### src/hdl/legPkg.sv
// Shared types for the core: opcodes, conditions, shifts, flags, control and data port
package legPkg;

  // ==============================
  // Instruction field encodings
  // ==============================

  // Data-processing opcodes, values match instr[24:21]
  typedef enum logic [3:0] {
    opAnd = 4'b0000,
    opEor = 4'b0001,
    opSub = 4'b0010,
    opRsb = 4'b0011,
    opAdd = 4'b0100,
    opCmp = 4'b1010,
    opCmn = 4'b1011,
    opOrr = 4'b1100,
    opMov = 4'b1101,
    opMvn = 4'b1111
  } aluOpT;

  // Condition field, instr[31:28]
  typedef enum logic [3:0] {
    condEq, condNe, condCs, condCc, condMi, condPl, condVs, condVc,
    condHi, condLs, condGe, condLt, condGt, condLe, condAl
  } condT;

  // Shift type of the register operand, instr[6:5]
  typedef enum logic [1:0] {
    shLsl = 2'b00,
    shLsr = 2'b01,
    shAsr = 2'b10,
    shRor = 2'b11
  } shiftT;

  // Which immediate Decode builds
  typedef enum logic [1:0] {
    immRot    = 2'b00,
    immLdSt   = 2'b01,
    immBranch = 2'b10
  } immSelT;

  // Forwarding source for an Execute operand
  typedef enum logic [1:0] {
    fwdNone = 2'b00,
    fwdWb   = 2'b01,
    fwdMem  = 2'b10
  } fwdSelT;

  typedef logic [3:0] regAddrT;

  // ==============================
  // Structs
  // ==============================

  typedef struct packed {
    logic n;
    logic z;
    logic c;
    logic v;
  } flagsT;

  // Per-instruction control, decoded once and carried down the pipe
  typedef struct packed {
    logic    regWrite;
    logic    memWrite;
    logic    memRead;
    logic    setFlags;
    logic    branch;
    logic    aluSrcImm;
    logic    shiftEn;
    logic    writesResult;
    logic    carry;
    shiftT   shiftType;
    logic [4:0] shiftAmt;
    aluOpT   aluOp;
    condT    cond;
  } ctrlT;

  // Memory-stage data port request
  typedef struct packed {
    logic [31:0] addr;
    logic [31:0] wdata;
    logic        we;
    logic        re;
  } dataReqT;

  // True for the opcodes that go through the adder
  function automatic logic isArith(aluOpT op);
    return (op == opAdd) || (op == opSub) || (op == opRsb) ||
           (op == opCmp) || (op == opCmn);
  endfunction

endpackage

### src/hdl/aluShifter.sv
// Operand barrel shifter with carry-out, followed by the ALU and its NZCV flags
module aluShifter import legPkg::*; (
  input  logic [31:0] srcA,
  input  logic [31:0] srcB,
  input  shiftT       shiftType,
  input  logic [4:0]  shiftAmt,
  input  logic        shiftEn,
  input  aluOpT       aluOp,
  input  logic        carryIn,
  output logic [31:0] result,
  output flagsT       flags
);

  logic [31:0] shOut;
  logic        shCarry;
  logic [63:0] rorDbl;
  logic [4:0]  lslIdx, rIdx;
  logic [31:0] addX, addY;
  logic        addCin;
  logic [32:0] sum;

  // Index of the last bit shifted out
  assign lslIdx = 5'd0 - shiftAmt;
  assign rIdx   = shiftAmt - 5'd1;
  assign rorDbl = {srcB, srcB} >> shiftAmt;

  // ==============================
  // Shifter
  // ==============================

  // Amount zero keeps the ARM meanings LSR #32, ASR #32 and RRX
  always_comb begin
    shOut   = srcB;
    shCarry = carryIn;
    if (shiftEn) begin
      case (shiftType)
        shLsl: begin
          if (shiftAmt != 5'd0) begin
            shOut   = srcB << shiftAmt;
            shCarry = srcB[lslIdx];
          end
        end
        shLsr: begin
          shOut   = (shiftAmt == 5'd0) ? 32'd0 : (srcB >> shiftAmt);
          shCarry = (shiftAmt == 5'd0) ? srcB[31] : srcB[rIdx];
        end
        shAsr: begin
          shOut   = (shiftAmt == 5'd0) ? {32{srcB[31]}} : 32'($signed(srcB) >>> shiftAmt);
          shCarry = (shiftAmt == 5'd0) ? srcB[31] : srcB[rIdx];
        end
        default: begin
          shOut   = (shiftAmt == 5'd0) ? {carryIn, srcB[31:1]} : rorDbl[31:0];
          shCarry = (shiftAmt == 5'd0) ? srcB[0] : srcB[rIdx];
        end
      endcase
    end
  end

  // ==============================
  // ALU
  // ==============================

  // Subtracts invert one input and add one
  always_comb begin
    addX   = srcA;
    addY   = shOut;
    addCin = 1'b0;
    case (aluOp)
      opSub, opCmp: begin
        addY   = ~shOut;
        addCin = 1'b1;
      end
      opRsb: begin
        addX   = shOut;
        addY   = ~srcA;
        addCin = 1'b1;
      end
      default: addCin = 1'b0;
    endcase
  end

  assign sum = {1'b0, addX} + {1'b0, addY} + {32'd0, addCin};

  always_comb begin
    case (aluOp)
      opAnd:   result = srcA & shOut;
      opEor:   result = srcA ^ shOut;
      opOrr:   result = srcA | shOut;
      opMov:   result = shOut;
      opMvn:   result = ~shOut;
      default: result = sum[31:0];
    endcase
  end

  assign flags.n = result[31];
  assign flags.z = (result == 32'd0);
  // Logical ops take C from the shifter
  assign flags.c = isArith(aluOp) ? sum[32] : shCarry;
  // Overflow when both adder inputs agree in sign and the sum does not
  assign flags.v = isArith(aluOp) && (addX[31] == addY[31]) && (sum[31] != addX[31]);

endmodule

### src/hdl/controller.sv
// Instruction decoder, stage control registers, flags register and condition check
module controller import legPkg::*; (
  input  logic        clk,
  input  logic        rstN,
  input  logic [31:0] instrD,
  input  flagsT       aluFlagsE,
  input  logic        stallD,
  input  logic        flushD,
  input  logic        flushE,
  output ctrlT        ctrlE,
  output logic        branchTakenE,
  output logic        memToRegW,
  output logic        regWriteM,
  output logic        regWriteW,
  output logic        memReadE,
  output immSelT      immSelD
);

  ctrlT  ctrlD, ctrlEReg, ctrlM, ctrlW;
  flagsT flagsQ;
  logic  validD;
  logic  condPassE;

  // Condition field against NZCV
  function automatic logic condPass(condT cond, flagsT f);
    case (cond)
      condEq:  return f.z;
      condNe:  return !f.z;
      condCs:  return f.c;
      condCc:  return !f.c;
      condMi:  return f.n;
      condPl:  return !f.n;
      condVs:  return f.v;
      condVc:  return !f.v;
      condHi:  return f.c && !f.z;
      condLs:  return !f.c || f.z;
      condGe:  return f.n == f.v;
      condLt:  return f.n != f.v;
      condGt:  return !f.z && (f.n == f.v);
      condLe:  return f.z || (f.n != f.v);
      condAl:  return 1'b1;
      // The 4'b1111 space is not supported, treated as never
      default: return 1'b0;
    endcase
  endfunction

  // ==============================
  // Decode
  // ==============================

  always_comb begin
    ctrlD = '0;
    ctrlD.cond      = condT'(instrD[31:28]);
    ctrlD.shiftType = shiftT'(instrD[6:5]);
    ctrlD.shiftAmt  = instrD[11:7];
    immSelD = immRot;
    case (instrD[27:26])
      // Data processing
      2'b00: begin
        ctrlD.aluOp        = aluOpT'(instrD[24:21]);
        ctrlD.regWrite     = 1'b1;
        ctrlD.aluSrcImm    = instrD[25];
        ctrlD.shiftEn      = !instrD[25];
        // Compares only update flags
        ctrlD.writesResult = !(ctrlD.aluOp inside {opCmp, opCmn});
        ctrlD.setFlags     = instrD[20] || !ctrlD.writesResult;
      end
      // Word load or store, U bit picks add or subtract
      2'b01: begin
        ctrlD.memRead      = instrD[20];
        ctrlD.memWrite     = !instrD[20];
        ctrlD.regWrite     = instrD[20];
        ctrlD.writesResult = instrD[20];
        ctrlD.aluSrcImm    = 1'b1;
        ctrlD.aluOp        = instrD[23] ? opAdd : opSub;
        immSelD            = immLdSt;
      end
      // Branch target is PC+8 plus the shifted offset
      2'b10: begin
        ctrlD.branch    = 1'b1;
        ctrlD.aluSrcImm = 1'b1;
        ctrlD.aluOp     = opAdd;
        immSelD         = immBranch;
      end
      default: ctrlD = ctrlD;
    endcase
  end

  // Decode slot holds a real instruction
  always_ff @(posedge clk) begin
    if (!rstN) begin
      validD <= 1'b0;
    end else if (!stallD) begin
      validD <= !flushD;
    end
  end

  // ==============================
  // Execute and later stages
  // ==============================

  always_ff @(posedge clk) begin
    if (!rstN || flushE || !validD) begin
      ctrlEReg <= '0;
    end else begin
      ctrlEReg <= ctrlD;
    end
  end

  assign condPassE = condPass(ctrlEReg.cond, flagsQ);

  // Failed condition turns the instruction into a no-op
  always_comb begin
    ctrlE = ctrlEReg;
    ctrlE.carry = flagsQ.c;
    ctrlE.regWrite = ctrlEReg.regWrite && ctrlEReg.writesResult && condPassE;
    if (!condPassE) begin
      ctrlE.memWrite = 1'b0;
      ctrlE.memRead  = 1'b0;
      ctrlE.setFlags = 1'b0;
      ctrlE.branch   = 1'b0;
    end
  end

  // Flags written at the end of Execute, V only for arithmetic
  always_ff @(posedge clk) begin
    if (!rstN) begin
      flagsQ <= '0;
    end else if (ctrlE.setFlags) begin
      flagsQ.n <= aluFlagsE.n;
      flagsQ.z <= aluFlagsE.z;
      flagsQ.c <= aluFlagsE.c;
      flagsQ.v <= isArith(ctrlE.aluOp) ? aluFlagsE.v : flagsQ.v;
    end
  end

  always_ff @(posedge clk) begin
    if (!rstN) begin
      ctrlM <= '0;
      ctrlW <= '0;
    end else begin
      ctrlM <= ctrlE;
      ctrlW <= ctrlM;
    end
  end

  assign branchTakenE = ctrlE.branch;
  assign memReadE     = ctrlE.memRead;
  assign regWriteM    = ctrlM.regWrite;
  assign regWriteW    = ctrlW.regWrite;
  assign memToRegW    = ctrlW.memRead;

endmodule

### src/hdl/datapath.sv
// Five-stage 32-bit datapath with PC, register file, immediates, forwarding and stage registers
module datapath import legPkg::*; (
  input  logic        clk,
  input  logic        rstN,
  output logic [31:0] pcF,
  input  logic [31:0] instrF,
  output logic [31:0] instrD,
  input  logic [31:0] readDataM,
  output dataReqT     dataReq,
  input  ctrlT        ctrlE,
  input  immSelT      immSelD,
  input  logic        memToRegW,
  input  logic        regWriteW,
  input  logic        branchTakenE,
  input  fwdSelT      forwardA,
  input  fwdSelT      forwardB,
  input  logic        stallF,
  input  logic        stallD,
  input  logic        flushD,
  input  logic        flushE,
  output flagsT       aluFlagsE,
  output regAddrT     ra1D,
  output regAddrT     ra2D,
  output regAddrT     ra1E,
  output regAddrT     ra2E,
  output regAddrT     waE,
  output regAddrT     waM,
  output regAddrT     waW
);

  logic [31:0] pcPlus4F, pcNextF;
  logic [31:0] rd1D, rd2D, immD;
  logic [63:0] immDblD;
  logic        immRotD;
  regAddrT     waD;
  logic [31:0] rd1E, rd2E, immE, srcAE, writeDataE, srcBE, aluResultE;
  logic        immRotE, shCarryInE;
  logic [31:0] aluOutM, writeDataM;
  logic        memWriteM, memReadM;
  logic [31:0] aluOutW, readDataW, resultW;

  // Register value or a forwarded newer result
  function automatic logic [31:0] fwdMux(fwdSelT sel, logic [31:0] regVal,
                                         logic [31:0] wbVal, logic [31:0] memVal);
    case (sel)
      fwdMem:  return memVal;
      fwdWb:   return wbVal;
      default: return regVal;
    endcase
  endfunction

  // ==============================
  // Fetch
  // ==============================

  assign pcPlus4F = pcF + 32'd4;
  assign pcNextF  = branchTakenE ? aluResultE : pcPlus4F;

  always_ff @(posedge clk) begin
    if (!rstN) begin
      pcF <= '0;
    end else if (!stallF) begin
      pcF <= pcNextF;
    end
  end

  always_ff @(posedge clk) begin
    if (flushD) begin
      instrD <= '0;
    end else if (!stallD) begin
      instrD <= instrF;
    end
  end

  // ==============================
  // Decode
  // ==============================

  // Branch reads r15 as its base, a store reads Rd as its data
  assign ra1D = (immSelD == immBranch) ? 4'd15 : instrD[19:16];
  assign ra2D = (immSelD == immLdSt) ? instrD[15:12] : instrD[3:0];
  assign waD  = instrD[15:12];

  // Decode instruction sits at pcF-4, so its PC+8 is pcF+4
  regFile regFile_i (
    .clk, .we(regWriteW), .ra1(ra1D), .ra2(ra2D), .wa(waW), .wd(resultW),
    .pcPlus8(pcPlus4F), .rd1(rd1D), .rd2(rd2D)
  );

  // 8-bit value rotated right by twice the rotate field
  assign immDblD = {2{24'b0, instrD[7:0]}} >> {instrD[11:8], 1'b0};
  assign immRotD = (immSelD == immRot) && (instrD[11:8] != 4'd0);

  always_comb begin
    case (immSelD)
      immLdSt:   immD = {20'b0, instrD[11:0]};
      immBranch: immD = {{6{instrD[23]}}, instrD[23:0], 2'b00};
      default:   immD = immDblD[31:0];
    endcase
  end

  // ==============================
  // Execute
  // ==============================

  always_ff @(posedge clk) begin
    rd1E    <= rd1D;
    rd2E    <= rd2D;
    immE    <= immD;
    immRotE <= immRotD;
  end

  // Bubbles carry no register numbers
  always_ff @(posedge clk) begin
    if (flushE) begin
      ra1E <= '0;
      ra2E <= '0;
      waE  <= '0;
    end else begin
      ra1E <= ra1D;
      ra2E <= ra2D;
      waE  <= waD;
    end
  end

  assign srcAE      = fwdMux(forwardA, rd1E, resultW, aluOutM);
  assign writeDataE = fwdMux(forwardB, rd2E, resultW, aluOutM);
  assign srcBE      = ctrlE.aluSrcImm ? immE : writeDataE;

  // A rotated immediate sets C from its top bit
  assign shCarryInE = (ctrlE.aluSrcImm && immRotE) ? immE[31] : ctrlE.carry;

  aluShifter aluShifter_i (
    .srcA(srcAE), .srcB(srcBE), .shiftType(ctrlE.shiftType),
    .shiftAmt(ctrlE.shiftAmt), .shiftEn(ctrlE.shiftEn), .aluOp(ctrlE.aluOp),
    .carryIn(shCarryInE), .result(aluResultE), .flags(aluFlagsE)
  );

  // ==============================
  // Memory
  // ==============================

  always_ff @(posedge clk) begin
    aluOutM    <= aluResultE;
    writeDataM <= writeDataE;
    waM        <= waE;
  end

  always_ff @(posedge clk) begin
    if (!rstN) begin
      memWriteM <= 1'b0;
      memReadM  <= 1'b0;
    end else begin
      memWriteM <= ctrlE.memWrite;
      memReadM  <= ctrlE.memRead;
    end
  end

  assign dataReq.addr  = aluOutM;
  assign dataReq.wdata = writeDataM;
  assign dataReq.we    = memWriteM;
  assign dataReq.re    = memReadM;

  // ==============================
  // Writeback
  // ==============================

  always_ff @(posedge clk) begin
    aluOutW   <= aluOutM;
    readDataW <= readDataM;
    waW       <= waM;
  end

  assign resultW = memToRegW ? readDataW : aluOutW;

endmodule

### src/hdl/hazardUnit.sv
// Forwarding selects, load-use stall and branch flush logic
module hazardUnit import legPkg::*; (
  input  regAddrT ra1D,
  input  regAddrT ra2D,
  input  regAddrT ra1E,
  input  regAddrT ra2E,
  input  regAddrT waE,
  input  regAddrT waM,
  input  regAddrT waW,
  input  logic    regWriteM,
  input  logic    regWriteW,
  input  logic    memReadE,
  input  logic    branchTakenE,
  output fwdSelT  forwardA,
  output fwdSelT  forwardB,
  output logic    stallF,
  output logic    stallD,
  output logic    flushD,
  output logic    flushE
);

  logic ldStall;

  // Memory stage is the younger producer, so it wins
  function automatic fwdSelT pickFwd(regAddrT ra, regAddrT wm, regAddrT ww,
                                     logic weM, logic weW);
    if (ra == 4'd15) begin
      return fwdNone;
    end else if (weM && (wm == ra)) begin
      return fwdMem;
    end else if (weW && (ww == ra)) begin
      return fwdWb;
    end
    return fwdNone;
  endfunction

  assign forwardA = pickFwd(ra1E, waM, waW, regWriteM, regWriteW);
  assign forwardB = pickFwd(ra2E, waM, waW, regWriteM, regWriteW);

  // Load in Execute feeding the instruction in Decode
  assign ldStall = memReadE && ((waE == ra1D) || (waE == ra2D));

  assign stallF = ldStall;
  assign stallD = ldStall;
  // Taken branch kills the two younger instructions
  assign flushD = branchTakenE;
  assign flushE = ldStall || branchTakenE;

endmodule

### src/hdl/legCore.sv
// Pipelined core top level: controller, datapath and hazard unit wired to memory ports
module legCore import legPkg::*; (
  input  logic        clk,
  input  logic        rstN,
  output logic [31:0] pcF,
  input  logic [31:0] instrF,
  output dataReqT     dataReq,
  input  logic [31:0] readDataM
);

  // Controller to datapath
  logic [31:0] instrD;
  ctrlT        ctrlE;
  immSelT      immSelD;
  logic        branchTakenE, memToRegW, regWriteM, regWriteW, memReadE;
  flagsT       aluFlagsE;

  // Hazard unit signals
  regAddrT     ra1D, ra2D, ra1E, ra2E, waE, waM, waW;
  fwdSelT      forwardA, forwardB;
  logic        stallF, stallD, flushD, flushE;

  controller controller_i (
    .clk, .rstN, .instrD, .aluFlagsE,
    .stallD, .flushD, .flushE,
    .ctrlE, .branchTakenE, .memToRegW, .regWriteM, .regWriteW,
    .memReadE, .immSelD
  );

  datapath datapath_i (
    .clk, .rstN, .pcF, .instrF, .instrD, .readDataM, .dataReq,
    .ctrlE, .immSelD, .memToRegW, .regWriteW, .branchTakenE,
    .forwardA, .forwardB, .stallF, .stallD, .flushD, .flushE,
    .aluFlagsE,
    .ra1D, .ra2D, .ra1E, .ra2E, .waE, .waM, .waW
  );

  hazardUnit hazardUnit_i (
    .ra1D, .ra2D, .ra1E, .ra2E, .waE, .waM, .waW,
    .regWriteM, .regWriteW, .memReadE, .branchTakenE,
    .forwardA, .forwardB, .stallF, .stallD, .flushD, .flushE
  );

endmodule

### src/hdl/regFile.sv
// Fifteen-entry register file with write-through reads and r15 as PC+8
module regFile import legPkg::*; (
  input  logic        clk,
  input  logic        we,
  input  regAddrT     ra1,
  input  regAddrT     ra2,
  input  regAddrT     wa,
  input  logic [31:0] wd,
  input  logic [31:0] pcPlus8,
  output logic [31:0] rd1,
  output logic [31:0] rd2
);

  logic [31:0] regs [15];

  // r15 is never written
  always_ff @(posedge clk) begin
    if (we && (wa != 4'd15)) begin
      regs[wa] <= wd;
    end
  end

  // Same-cycle write shows up on the read port
  always_comb begin
    if (ra1 == 4'd15) begin
      rd1 = pcPlus8;
    end else if (we && (wa == ra1)) begin
      rd1 = wd;
    end else begin
      rd1 = regs[ra1];
    end
    if (ra2 == 4'd15) begin
      rd2 = pcPlus8;
    end else if (we && (wa == ra2)) begin
      rd2 = wd;
    end else begin
      rd2 = regs[ra2];
    end
  end

endmodule

### config.mk
export PLATFORM = sky130hd
export DESIGN_NAME = legCore
export DESIGN_NICKNAME = d
export VERILOG_FILES = /design/src/hdl/legPkg.sv /design/src/hdl/aluShifter.sv /design/src/hdl/controller.sv /design/src/hdl/datapath.sv /design/src/hdl/hazardUnit.sv /design/src/hdl/legCore.sv /design/src/hdl/regFile.sv
export SDC_FILE = /design/constraint.sdc
export NUM_CORES = 2
export LEC_CHECK = 0
export BUFFER_PORTS_ARGS = -buffer_cell sky130_fd_sc_hd__buf_2
export CAP_MARGIN = 40
export CORE_UTILIZATION = 55
export DETAILED_ROUTE_END_ITERATION = 6
export PLACE_DENSITY_LB_ADDON = 0.3
export SLEW_MARGIN = 10
export SYNTH_ARGS = -nofsm -noshare
export SYNTH_HDL_FRONTEND = slang
export SYNTH_SLANG_ARGS = --single-unit
### constraint.sdc
create_clock -name clk -period 25.5 [get_ports clk]
set_clock_uncertainty 0.05 [all_clocks]
set_input_delay 3.825 -clock clk [delete_from_list [all_inputs] [get_ports clk]]
set_output_delay 3.825 -clock clk [all_outputs]
set_load 0.02 [all_outputs]
# Yosys cells after proc, flatten, opt, wreduce, memory -nomap -nowiden
# Memory sizes are Yosys's and may differ from the RTL's.
# Cells that the tools add are included.
# classes
eq_ne,52
reduce_logical,55
n_addsub,5
shift,5
order_cmp,2
div_mod_pow,0
bitwise,7
n_mul,0
muxes,58
# op_table
operator,n
$mux 32,13
$pmux 32 s2,4
$pmux 32 s5,1
$pmux 32 s3,1
$eq 4x4->1 const B,18
$not 32->32,2
$shr 64x5->32,1
$shr 40x5->32,1
$add 32x32->33,1
$add 33x1->33,1
$add 32x3->32 const B,1
$and 32x32->32,1
$eq 4x4->1,8
$logic_not 32->1,1
$or 32x32->32,1
$shl 32x5->32,1
$shr 32x5->32,1
$sshr 32x5->32,1
$xor 32x32->32,1
$eq 4x3->1 const B,5
$mux 1,18
$eq 4x2->1 const B,4
$logic_and 1x1->1,16
$mux 2,8
other kinds (28),74
# word_totals
elab_cells,222
mem_bits_rw,480
latch_bits,0
mem_bits_ro,0
ff_bits,342
n_memories,1
input_bits,66
out_inout_bits,98
# mem_list
memory,words,width,rd,rd_ports_with_merged_regs,write_ports,line_no,text
datapath_i.regFile_i.regs,15,32,2,0,1,regFile.sv:14,logic [31:0] regs [15];

# Logic depth before layout (Yosys ltp)
# depth
ltp_word,19
mapped_depth,41
depth_no_buf,35

# Cells and area by module
# A second synthesis with hierarchy kept.
# hier_totals
cells_unflattened,4654
hier_area_um2,49944.2
# modules_own_cells
module,seq_area_each_um2,cells_per_inst,area_per_inst_um2,n_inst
regFile,14413.8,1502,23567.6,1
aluShifter,0.0,1795,12981.2,1
datapath,6226.0,1151,11581.1,1
controller,640.6,156,1460.2,1
hazardUnit,0.0,50,354.1,1

# Least setup slack after synthesis
# No wires, ideal clock.
# synth_path
path_type,register to register
startpoint,register controller_i.ctrlEReg (netlist bit controller_i.ctrlE[8])
endpoint,register controller_i.flagsQ[2] (netlist bit)
synth_period_minus_slack_ps,8912
arrival_time_ps,8766
path_slack_ps,16588
setup_ps,96
path_buffers,7
required_ps,25354
path_stages_with_launch,41
cell_sequence,dfxtp_1 -> buf_2 -> inv_2 -> buf_1 -> buf_1 -> buf_1 -> buf_1 -> ha_1 -> and2_1 -> ha_1 -> inv_1 -> clkbuf_1 -> nand2_1 -> clkbuf_1 -> nor2_1 -> a221oi_1 -> o221ai_1 -> a211oi_1 -> (+5 left out) -> inv_1 -> fa_1 -> a21o_1 -> a21o_1 -> a21oi_1 -> o211ai_1 -> a2111oi_0 -> nor2_1 -> a21o_1 -> a211o_1 -> a21oi_1 -> a32o_1 -> nor2_1 -> a2111oi_2 -> nand4_1 -> nor4_1 -> or4b_1 -> o41ai_2
# synth_between
elab_chain_len,10
word_cells_on_any_way,22
classes_between,add/sub: 2; shift: 4; mux: 9; bitwise: 4; reduce/logical: 3
# synth_rtl
element,line_no,text
start: declaration,controller.sv:19,"ctrlT ctrlD, ctrlEReg, ctrlM, ctrlW;"
start signal: assignment,controller.sv:106,ctrlEReg <= ctrlD;
$shr 64x5->32 (tied with other cells),aluShifter.sv:25,"assign rorDbl = {srcB, srcB} >> shiftAmt;"
"$mux 32, on equally long branches",-,
$pmux 32 s3 *,aluShifter.sv:36,case (shiftType)
$mux 32 *,aluShifter.sv:35,if (shiftEn) begin
$not 32->32,"aluShifter.sv:70, aluShifter.sv:90",
$pmux 32 s2,aluShifter.sv:68,case (aluOp)
$add 32x32->33,aluShifter.sv:82,"assign sum = {1'b0, addX} + {1'b0, addY} + {32'd0, addCin};"
$add 33x1->33,aluShifter.sv:82,
$pmux 32 s5 *,aluShifter.sv:85,case (aluOp)
net datapath_i.aluResultE[20],datapath.sv:36,"logic [31:0] rd1E, rd2E, immE, srcAE, writeDataE, srcBE, aluResultE;"
$logic_not 32->1 *,aluShifter.sv:96,assign flags.z = (result == 32'd0);
end: declaration,controller.sv:20,flagsT flagsQ;
# The timed path passes the listed nets; every way through them passes the cells marked *.
# A chain may end at the register's enable or synchronous reset.

# Worst setup path after layout
# layout_path
startpoint,register datapath_i.waW[1]
endpoint,register controller_i.flagsQ[2] (netlist bit)
# layout_between
elab_chain_len,19
word_cells_on_any_way,40
classes_between,add/sub: 2; eq/ne: 6; shift: 4; mux: 20; bitwise: 5; reduce/logical: 3
# layout_rtl
element,line_no,text
start: declaration,datapath.sv:28,output regAddrT waW
start signal: assignment,datapath.sv:171,waW <= waM;
$eq 4x4->1 *,hazardUnit.sv:31,end else if (weW && (ww == ra)) begin
$logic_and 1x1->1 *,hazardUnit.sv:31,
$mux 1 *,hazardUnit.sv:31,
$mux 1 *,hazardUnit.sv:29,end else if (weM && (wm == ra)) begin
$mux 1 *,hazardUnit.sv:27,if (ra == 4'd15) begin
$mux 2 *,hazardUnit.sv:34,return fwdNone;
$eq 2x1->1 or $eq 2x2->1 (tied branches),datapath.sv:45,case (sel)
$pmux 32 s2 *,datapath.sv:45,
net datapath_i.writeDataE[7],datapath.sv:36,
(+3 left out),-,
$pmux 32 s3,aluShifter.sv:36,
$mux 32 *,aluShifter.sv:35,
$not 32->32,"aluShifter.sv:70, aluShifter.sv:90",
$pmux 32 s2,aluShifter.sv:68,
$add 32x32->33,aluShifter.sv:82,
$add 33x1->33,aluShifter.sv:82,
$pmux 32 s5 *,aluShifter.sv:85,
$logic_not 32->1 *,aluShifter.sv:96,
# Marked as above.

==> key figures <==
Routing
  – # DRC: 8
  – WL per Instance: 38.4 um
  – Routed wire length: ~240000 um
  – DR iter-0 viols: 8503
  – Post-route ant nets: 0
  – DR vias: 48308
  – Pre-antenna DRT Iters: 7
  – Vias/cell: roughly 7.6

Setup path
  – CP most frequent cell: o21ai_0
  – CP top delay family: compound AO/OA/AOI/OAI gates
  – Critical Path Start Type: flip-flop
  – Crit path max fanout: 33
  – Critical Path End Type: flip-flop
  – Worst path slowest cell: a311oi_2
  – WP buf/inv: 2
  – Worst EP required: 26.06 ns
  – WP data arrival: between 10 and 15 ns
  – Crit path largest cell delay: 0.93 ns
  – CP Class: reg2reg

Synthesis
  – Yosys reg bits: 822
  – Post-synth EDFFs: between 400 and 500
  – Asr flop ratio synth: 0%
  – Synth Area in Simple Gates: 11.7%
  – Average size of a mapped cell: ~10 um^2
  – Xor/xnor share of the synthesized area: under 10%
  – Leading register cell type out of synthesis: edfxtp_1
  – Syn_nets: approximately 5200
  – Synth cell types: slightly above 100
  – Post-synthesis mux area share: between 10% and 20%
  – Compound-Gate Fraction of Synth Area: between 20% and 30%
  – Synth Area in Adders: 2.73%
  – Register area share after synthesis: between 40% and 50%
  – Largest family of logic cells by synthesized area: compound AO/OA/AOI/OAI gates
  – Synth Warn #: 0
  – Cells after Synth: approximately 5000
  – Area of the mapped netlist: 50100 um^2

Power and ir drop
  – Internal power: ~2.7 mW
  – Sw Pwr: 1.64 mW
  – Clk pwr share: 30.4%
  – Power consumption: 4.32 mW
  – Sw Share: approximately 38%
  – Lkg Pwr: between 20 and 25 nW
  – Register share of total power: between 30 and 40%
  – Comb pwr share: 31.0%
  – Pwr dens: 77.3 nW/um^2
  – Worst vdd ir: 0.106 mV

Floorplan
  – I/O pins: between 150 and 200
  – Initial core utilization: 55.6%
  – Chip width: ~300 um
  – Die Y-Extent: approximately 300 um
  – Core box area: approximately 90000 um^2
  – Num rows: 110
  – Die Footprint: around 92000 um^2

Layout
  – Area grow syn2layout: 11.7%
  – Footprint of the multi-input gates: roughly 27000 um^2
  – Most frequent cells in the layout: 506 x nand2_1, 480 x edfxtp_1, 403 x nor2_1, 381 x o21ai_0, 332 x dfxtp_1
  – # fillers: 7086
  – Most common cell after layout, fill and taps aside: nand2_1
  – Register area: 21300 um^2
  – Layout cell share with drive strength beyond 1: a little under a fifth
  – Final nets: around 5300

Timing
  – Period minus WS final: 10.44 ns
  – Final setup fails: 0
  – Max-slew headroom: 24.7%
  – Peak Freq: between 90 and 100 MHz
  – Tightest Pin Transition: approximately 1.1 ns
  – Final Hold Vio Count: 0
  – TNS Setup: 0 ns
  – Fraction of the cycle the final worst path needs: between 40 and 50%
  – RSZ-0062 raised after global routing: false
  – Max Slew Vio Count: 0

Clock network
  – Hold_buf cts: 0
  – CTS Root Cell: clkbuf_16
  – H-tree lvl count: 3
  – Skew-Pair Late Insertion Delay: ~0.71 ns
  – Clock Path Buffers: 3
  – Clk slew on worst S/H paths: 0.06 ns
  – CTS tree: built
  – Clock Sinks: between 800 and 900
  – Cts bufs inserted: between 80 and 90
  – Setup Buffers After CTS: 0
  – Cts repair resizes: 0

Flow run
  – Max_cap viols: 0

Hold path
  – Worst hold path type: reg2reg

Run status
  – Outcome: complete, but fails checks
  – Failing checks: DRC

GRT
  – Total gr overflow: 0
  – Largest net degree at the start of global routing: 110
  – Initial antenna violation count: 24
  – GRT Total Usage: about half
  – Vias in the first global route: around 45000
  – First-pass GRT wire length: between 300000 and 400000 um

Placed design
  – Hpwl dp: 168000 um
  – Gpl congestion: approximately 1.1
  – IO Port Bufs: about 160
## layer usage
| metal | global-route usage, % | part of all wire (%) | vias up |
|---|---|---|---|
| met4 | 43.1 | 11 | 18 |
| li1 | - | - | 19363 |
| met2 | 77.1 | 42 | 4675 |
| met1 | 60.7 | 32 | 22929 |
| met5 | 0.413 | 0.071 | - |
| met3 | 17.2 | 15 | 1323 |
## layout make-up
| class | count | area share (%) |
|---|---|---|
| Inverter | 179 | 1.20 |
| Sequential cell | 822 | 38.1 |
| Tap cell | 1176 | 2.63 |
| Antenna cell | 16 | 0.0716 |
| Timing Repair Buffer | 391 | 4.68 |
| Clock buffer | 117 | 4.32 |
| Clock inverter | 46 | 0.967 |
| Multi-Input combinational cell | 3602 | 48.0 |
## flip-flops by register name, summed over array words and instances (netlist names), 3 cells and up
name / cells
datapath_i.regFile_i.regs: 480
datapath_i.aluOutM: 32
datapath_i.aluOutW: 32
datapath_i.immE: 32
datapath_i.instrD: 32
datapath_i.pcF: 32
datapath_i.rd1E: 32
datapath_i.rd2E: 32
datapath_i.readDataW: 32
datapath_i.writeDataM: 32
controller_i.ctrlE: 19
controller_i.ctrlEReg: 5
datapath_i.ra1E: 4
datapath_i.ra2E: 4
datapath_i.waE: 4
datapath_i.waM: 4
datapath_i.waW: 4
controller_i.flagsQ: 3
## final timing paths
| kind | startpoint | to | slack, ns | cells past startpoint |
|---|---|---|---|---|
| worst max-delay path | datapath_i.waW[1] | controller_i.flagsQ[2] | 15.06 | 30 |
| worst min-delay path | datapath_i.waM[3] | datapath_i.waW[3] | 0.35 | 0 |
| worst max register to register | datapath_i.waW[1] | controller_i.flagsQ[2] | 15.06 | 30 |
| worst min register to register | datapath_i.waM[3] | datapath_i.waW[3] | 0.35 | 0 |
## synth_stat cells, types with 14 or more instances
cell | number | area share, %
a2111oi_0 | 24 | 0.42
a211oi_1 | 102 | 1.5
a21o_1 | 22 | 0.33
a21oi_1 | 196 | 2.0
a221o_1 | 42 | 0.84
a221oi_1 | 60 | 1.0
a22o_1 | 18 | 0.31
a22oi_1 | 65 | 0.97
a311oi_1 | 45 | 0.79
a31oi_1 | 90 | 1.1
and2_1 | 44 | 0.55
and3_1 | 64 | 0.80
buf_1 | 68 | 0.51
clkbuf_1 | 324 | 2.4
dfxtp_1 | 342 | 14
edfxtp_1 | 480 | 29
ha_1 | 106 | 2.6
inv_1 | 159 | 1.2
inv_2 | 18 | 0.13
mux2_2 | 118 | 2.7
mux2i_1 | 277 | 5.5
mux4_2 | 169 | 7.6
nand2_1 | 507 | 3.8
nand2b_1 | 15 | 0.19
nand3_1 | 108 | 1.1
nor2_1 | 427 | 3.2
nor3_1 | 67 | 0.67
nor4_1 | 20 | 0.25
o211ai_1 | 67 | 1.0
o21a_1 | 18 | 0.27
o21ai_0 | 385 | 3.8
o221a_2 | 14 | 0.31
o221ai_1 | 72 | 1.3
o22ai_1 | 83 | 1.0
o31ai_1 | 17 | 0.25
or2_2 | 15 | 0.19
xnor2_1 | 73 | 1.3
xor2_1 | 22 | 0.38
## cells by family after synthesis
logic type                 count (synthesis)
AOI/OAI and AO/OA                       1498
and+or+nand+nor                         1335
DFF                                      822
buffers and inverters                    589
muxes                                    566
adders and majority gates                108
xor gates and xnor gates                  95
## power by group through the flow
| stage | Combinational [mW] | Clock, mW | Sequential (mW) |
|---|---|---|---|
| after floorplan | 0.700 | 0 | 1.63 |
| after global routing | 1.36 | 1.36 | 1.66 |
| after global placement | 1.22 | 0 | 1.67 |
| final | 1.34 | 1.31 | 1.67 |
| after detailed placement | 1.24 | 0 | 1.67 |
| after CTS | 1.25 | 1.31 | 1.64 |
## per-stage QoR
step	setup slack (ns)	cell area, um^2	utilization, %	instances	hold WS [ns]
6_report	15.06	55900	62.1	6349	0.345
5_1_grt	14.64	55800	62.0	6333	0.344
4_1_cts	15.37	55800	61.9	6322	0.341
3_5_place_dp	15.40	52800	58.7	6159	0.328
3_3_place_gp	15.41	52400	58.2	6115	0.330
2_1_floorplan	16.59	50100	-	5013	0.314
(Power assumes the default switching activity.)
